### config.mk
export PLATFORM = sky130hd
export DESIGN_NAME = wb_exec_ctrl
export DESIGN_NICKNAME = d
export VERILOG_FILES = /design/src/logic/mips_pkg.sv /design/src/logic/wb_exec_ctrl.sv
export SDC_FILE = /design/constraint.sdc
export NUM_CORES = 1
export LEC_CHECK = 0
export BUFFER_PORTS_ARGS = -buffer_cell sky130_fd_sc_hd__buf_2
export CAP_MARGIN = 40
export CORE_AREA = 8 8 108 110
export DETAILED_ROUTE_END_ITERATION = 10
export DIE_AREA = 0 0 116 118
export PLACE_DENSITY = 0.77
export REMOVE_ABC_BUFFERS = 1
export SLEW_MARGIN = 20
export SYNTH_ARGS = -nofsm -noshare
export SYNTH_HDL_FRONTEND = slang
export SYNTH_SLANG_ARGS = --single-unit
### constraint.sdc
create_clock -name clk -period 2.6 [get_ports clk]
set_input_delay 0.26 -clock clk [delete_from_list [all_inputs] [get_ports clk]]
set_output_delay 0.26 -clock clk [all_outputs]
set_load 0.01 [all_outputs]
### src/logic/mips_pkg.sv
package mips_pkg;

	typedef logic [31:0] word_t;      // Data word, HI/LO and bus data
	typedef logic [31:0] instr_t;     // Raw MIPS instruction
	typedef logic [4:0]  reg_idx_t;   // GPR index
	typedef logic [7:0]  wb_adr_t;    // Byte address on the slave port
	typedef logic [2:0]  muldiv_op_t; // HI/LO operation select

	localparam muldiv_op_t MD_NONE  = 3'd0;
	localparam muldiv_op_t MD_MULT  = 3'd1;
	localparam muldiv_op_t MD_MULTU = 3'd2;
	localparam muldiv_op_t MD_DIV   = 3'd3;
	localparam muldiv_op_t MD_DIVU  = 3'd4;
	localparam muldiv_op_t MD_MTHI  = 3'd5;
	localparam muldiv_op_t MD_MTLO  = 3'd6;

	// Primary opcodes, instr[31:26]
	localparam logic [5:0] OP_RTYPE = 6'h00;
	localparam logic [5:0] OP_BEQ   = 6'h04;
	localparam logic [5:0] OP_BNE   = 6'h05;
	localparam logic [5:0] OP_ADDIU = 6'h09;
	localparam logic [5:0] OP_SLTI  = 6'h0A;
	localparam logic [5:0] OP_SLTIU = 6'h0B;
	localparam logic [5:0] OP_ANDI  = 6'h0C;
	localparam logic [5:0] OP_ORI   = 6'h0D;
	localparam logic [5:0] OP_XORI  = 6'h0E;
	localparam logic [5:0] OP_LUI   = 6'h0F;

	// R-type function codes, instr[5:0]
	localparam logic [5:0] FN_SLL   = 6'h00;
	localparam logic [5:0] FN_SRL   = 6'h02;
	localparam logic [5:0] FN_SRA   = 6'h03;
	localparam logic [5:0] FN_SLLV  = 6'h04;
	localparam logic [5:0] FN_SRLV  = 6'h06;
	localparam logic [5:0] FN_SRAV  = 6'h07;
	localparam logic [5:0] FN_MTHI  = 6'h11;
	localparam logic [5:0] FN_MTLO  = 6'h13;
	localparam logic [5:0] FN_MULT  = 6'h18;
	localparam logic [5:0] FN_MULTU = 6'h19;
	localparam logic [5:0] FN_DIV   = 6'h1A;
	localparam logic [5:0] FN_DIVU  = 6'h1B;
	localparam logic [5:0] FN_ADDU  = 6'h21;
	localparam logic [5:0] FN_SUBU  = 6'h23;
	localparam logic [5:0] FN_AND   = 6'h24;
	localparam logic [5:0] FN_OR    = 6'h25;
	localparam logic [5:0] FN_XOR   = 6'h26;
	localparam logic [5:0] FN_SLT   = 6'h2A;
	localparam logic [5:0] FN_SLTU  = 6'h2B;

	// Slave address map
	localparam wb_adr_t ADR_INSTR    = 8'h00; // Write only
	localparam wb_adr_t ADR_HI       = 8'h04;
	localparam wb_adr_t ADR_LO       = 8'h08;
	localparam wb_adr_t ADR_STATUS   = 8'h0C; // Bit 0 taken, bit 1 illegal
	localparam wb_adr_t ADR_GPR_BASE = 8'h80; // GPR index in bits 6:2

endpackage
### src/logic/wb_exec_ctrl.sv
`timescale 1ns/1ps

module wb_exec_ctrl (
	input  logic                 clk,
	input  logic                 rst_n,
	input  logic                 wb_cyc,
	input  logic                 wb_stb,
	input  logic                 wb_we,
	input  mips_pkg::wb_adr_t    wb_adr,
	input  mips_pkg::word_t      wb_dat_w,
	input  mips_pkg::word_t      alu_result,
	input  logic                 branch_taken,
	input  logic                 illegal,
	input  logic                 gpr_we,
	input  mips_pkg::reg_idx_t   gpr_dest,
	input  mips_pkg::muldiv_op_t md_op,
	input  logic                 md_done,
	input  mips_pkg::word_t      hi,
	input  mips_pkg::word_t      lo,
	input  mips_pkg::word_t      host_rdata,
	output mips_pkg::word_t      wb_dat_r,
	output logic                 wb_ack,
	output mips_pkg::instr_t     instr,
	output mips_pkg::reg_idx_t   host_raddr,
	output logic                 rf_we,
	output mips_pkg::reg_idx_t   rf_waddr,
	output mips_pkg::word_t      rf_wdata,
	output logic                 md_start
);
	import mips_pkg::*;

	typedef enum logic [1:0] {ST_IDLE, ST_EXEC, ST_WAIT_MD, ST_ACK} ctrl_state_t;

	ctrl_state_t state;
	logic        req;
	logic        is_gpr;
	logic        ack_q;
	logic [1:0]  status; // {illegal, branch taken}
	word_t       rd_data;

	assign req        = wb_cyc && wb_stb && (state == ST_IDLE);
	assign is_gpr     = wb_adr[7];
	assign host_raddr = wb_adr[6:2];
	assign md_start   = (state == ST_EXEC) && (md_op != MD_NONE);
	assign wb_ack     = ack_q || ((state == ST_WAIT_MD) && md_done); // Same cycle as done

	// Writeback owns the port during EXEC, host otherwise
	always_comb begin
		if (state == ST_EXEC) begin
			rf_we    = gpr_we;
			rf_waddr = gpr_dest;
			rf_wdata = alu_result;
		end else begin
			rf_we    = req && wb_we && is_gpr;
			rf_waddr = wb_adr[6:2];
			rf_wdata = wb_dat_w;
		end
	end

	always_comb begin
		if (is_gpr) begin
			rd_data = host_rdata;
		end else begin
			case (wb_adr)
				ADR_HI:     rd_data = hi;
				ADR_LO:     rd_data = lo;
				ADR_STATUS: rd_data = {30'b0, status};
				default:    rd_data = '0; // Includes the write-only INSTR
			endcase
		end
	end

	always_ff @(posedge clk) begin
		if (!rst_n) begin
			state    <= ST_IDLE;
			ack_q    <= 1'b0;
			status   <= '0;
			wb_dat_r <= '0;
			instr    <= '0;
		end else begin
			ack_q <= 1'b0;
			case (state)
				ST_IDLE: begin
					if (req && wb_we && wb_adr == ADR_INSTR) begin
						instr    <= wb_dat_w;
						wb_dat_r <= '0;
						state    <= ST_EXEC;
					end else if (req) begin
						wb_dat_r <= wb_we ? '0 : rd_data;
						ack_q    <= 1'b1;
						state    <= ST_ACK;
					end
				end
				ST_EXEC: begin
					status <= {illegal, branch_taken};
					if (md_op != MD_NONE) begin
						state <= ST_WAIT_MD;
					end else begin
						ack_q <= 1'b1;
						state <= ST_ACK;
					end
				end
				ST_WAIT_MD: if (md_done) state <= ST_ACK;
				ST_ACK: if (!(wb_cyc && wb_stb)) state <= ST_IDLE; // Wait for stb release
				default: state <= ST_IDLE;
			endcase
		end
	end

	a_ack_in_cycle: assert property (@(posedge clk) disable iff (!rst_n)
		wb_ack |-> (wb_cyc && wb_stb));

endmodule

==> summary.md <==
| Metric | Value |
|---|---|
| Status | complete, no violations |
| Count leader, synth | nand2_1 |
| Final setup violation count | 0 |
| Cell Area, Synth | between 0.003 and 0.004 mm² |
| Port buffer count | between 200 and 300 |
| Ratio of cells with drive above 1 in the final layout | a little over half |
| Main combinational cell family by area after synthesis | compound AO/OA/AOI/OAI gates |
| First DRT Iteration DRCs | 200 |
| #FFs+latches synth | 69 |
| CTS Root Cell | clkbuf_8 |
| Peak VDD IR | around 0.32 mV |
| Synth Area in Compound Gates | approximately 25% |
| Depth of the CTS H-tree | 3 |
| PD cells | around 570 mW/mm² |
| Clk pin slew, worst setup/hold paths | 0.08 ns |
| Row count | 37 |
| Die ar. | roughly 0.014 mm² |
| Skew-Pair Late Insertion Delay | 0.34 ns |
| CP cell instances | inv_1, ha_2, buf_12, mux2_2, buf_2 |
| Cell variety after synth | 39 |
| Number of synthesized flops with an enable pin | 0 |
| CP required | 2.34 ns |
| Reg area | about 0.0014 mm² |
| Vias per inst | just over 5 |
| Skew final | about 0.0084 ns |
| Area occupied by multi-input gates | just over 0.002 mm² |
| Max_cap viols | 0 |
| Area fraction in and, or, nand and nor cells after synthesis | 15.8% |
| DR pass1 iterations | 4 |
| Post-Synth Adder-Cell Area | about 1.7% |
| Most common flop cell mapped by yosys | dfxtp_1 |
| CORE AREA | about 0.01 mm² |
| RSZ-0062 raised after global routing | false |
| Post-Syn Instances | 424 |
| GPL Wtd Cong | between 0.8 and 0.9 |
| Fillers | 972 |
| CTS Sinks | roughly 70 |
| CP top delay family | buffers and inverters |
| Time the worst path needs with I/O delays and setup | around 2.2 ns |
| Crit Path Class | register to primary output |
| Max stage delay cell, worst path | mux2_2 |
| Slew headroom | 55.0% |
| Worst Tran Pin Value | around 0.68 ns |
| Critical Path AT | between 1.5 and 2 ns |
| CTS tree | done |
| Initial Utilization | 37.0% |
| Ys Warns | 0 |
| CTS-repair resized insts | 0 |
| Final ANT Viol Nets | 0 |
| Vias in the first global route | 4366 |
| Largest net degree at the start of global routing | 73 |
| Post-CTS Repair Setup Buffers | 0 |
| GRT overflow | 0 |
| Largest area contributor in the netlist | dfxtp_1 |
| Static Leak | 2.52 nW |
| Drt wl/cell | roughly 18 µm |
| Fin. Hold Viols | 0 |
| Wire length of the first global-routing pass | 22500 µm |
| Clock Path Buffers | 2 |
| DRC violations left | 0 |
| Tot GR Track Use | approximately 21% |
| Hold buffers post-CTS | 0 |
| Number of I/O pins | 294 |
| Syn Area/Cell | approximately 8.7 µm² |
| Detailed Route WL | about 15000 µm |
| Async S/R FF share, synth | 0% |
| Total power after layout | around 3 mW |
| Fmax | about 460 MHz |
| Synth top area share | a little under two fifths |
| Dpl hpwl | ~12000 µm |
| Mux cell area share after synthesis | between 10% and 20% |
| Commonest cells post-synth | 70 x nand2_1, 69 x dfxtp_1, 37 x mux2_2 |
| Worst Hold Class | primary input to register |
| Chip Height | 118 µm |
| Via count | roughly 4200 |
| Synthesis-to-finish area growth | 44.2% |
| Max Fanout on Critical Path | 38 |
| Setup TNS | 0 ns |
| Final #Nets | just under 900 |
| Setup crit start kind | register |
| Final worst path period share | a little over four fifths |
| Cts bufs inserted | 9 |
| Final Max Tran Viols | 0 |
| Sequential element share of the synthesized area | about 37% |
| Synth top area cells | dfxtp_1 37%, mux2_2 11%, a2bb2oi_1 7.3% |
| Worst Hold Slack | between 0.1 and 0.15 ns |
| CP max stage delay | between 0.3 and 0.4 ns |
| Die W | 116 µm |
| CP endpoint kind | primary output |
| Post-Synth XOR/XNOR Area | 0% |
| CP bufs+invs | 3 |
| Initial antenna violation count | 2 |
[layout by cell type (no fill, tap or decap), types with 2 or more instances in the layout]
| master | count |
|---|---|
| clkinv_2 | 4 |
| o21ai_2 | 10 |
| nor2b_2 | 2 |
| clkbuf_1 | 2 |
| o21ai_0 | 35 |
| diode_2 | 2 |
| inv_1 | 5 |
| nand3_1 | 35 |
| nand4_1 | 2 |
| a2bb2oi_1 | 31 |
| and3_1 | 2 |
| buf_4 | 6 |
| dfxtp_1 | 69 |
| o21ai_1 | 21 |
| nand2_1 | 70 |
| clkbuf_8 | 9 |
| ha_1 | 4 |
| nor2_1 | 2 |
| mux2_2 | 37 |
| buf_12 | 2 |
| buf_2 | 293 |
| mux2i_1 | 3 |
| a22oi_1 | 31 |
| nor2b_1 | 3 |
[cell families (layout without fill, tap and decap cells)]
| kind of cell | after synthesis | after routing |
|---|---|---|
| compound gates | 135 | 135 |
| mux | 40 | 40 |
| simple gates | 124 | 124 |
| buf+inv | 51 | 323 |
| fa+ha+maj | 5 | 5 |
| flops | 69 | 69 |
| other cells | 0 | 2 |
[layout make-up]
| cell class | instances | share of cell area, % |
|---|---|---|
| Clock inverter | 5 | 0.515 |
| Inverter | 5 | 0.351 |
| Antenna cell | 2 | 0.0937 |
| Tap cell | 136 | 3.19 |
| Multi-Input combinational cell | 304 | 38.2 |
| Sequential cell | 69 | 25.9 |
| Timing Repair Buffer | 302 | 29.3 |
| Clock buffer | 11 | 2.46 |
[stage by stage]
step	instance area, µm²	worst slack (ns)	cells	utilization [%]
3_5_place_dp	5160	0.618	815	51.6
5_1_grt	5340	0.344	834	53.4
3_3_place_gp	5160	0.752	815	51.6
4_1_cts	5320	0.404	831	53.2
6_report	5340	0.423	834	53.4
2_1_floorplan	3430	0.395	378	-
[registers in the layout (all words and copies together) (netlist names)]
name	count
ack_q	1
instr	32
state	2
status	2
wb_dat_r	32
[routing by layer]
layer	part of all wire (%)	vias to the layer above	global-route usage [%]
li1	-	2072	-
met1	36	1936	21.2
met2	50	216	36.7
met3	13	18	8.67
met4	1.6	0	7.38
met5	0	-	0
[worst min-delay path: stages]
cell,delay (ns)
buf_2,0.08
nand3_1,0.05
o21ai_0,0.06
[final timing paths]
kind / from / end / slack, ns / depth (start not counted)
worst max-delay path: state[1] / rf_wdata[25] / 0.42 / 5
worst min-delay path: wb_dat_w[29] / instr[29] / 0.14 / 3
worst max register to register: state[0] / instr[13] / 0.82 / 7
worst min register to register: wb_dat_r[14] / wb_dat_r[14] / 0.44 / 2
[power by group]
| part | switching, mW | internal, mW | leakage, nW |
|---|---|---|---|
| clock | 0.399 | 0.340 | 0.0829 |
| combinational | 0.594 | 0.593 | 1.88 |
| sequential | 0.0272 | 1.10 | 0.557 |
(Power assumes the default switching activity.)
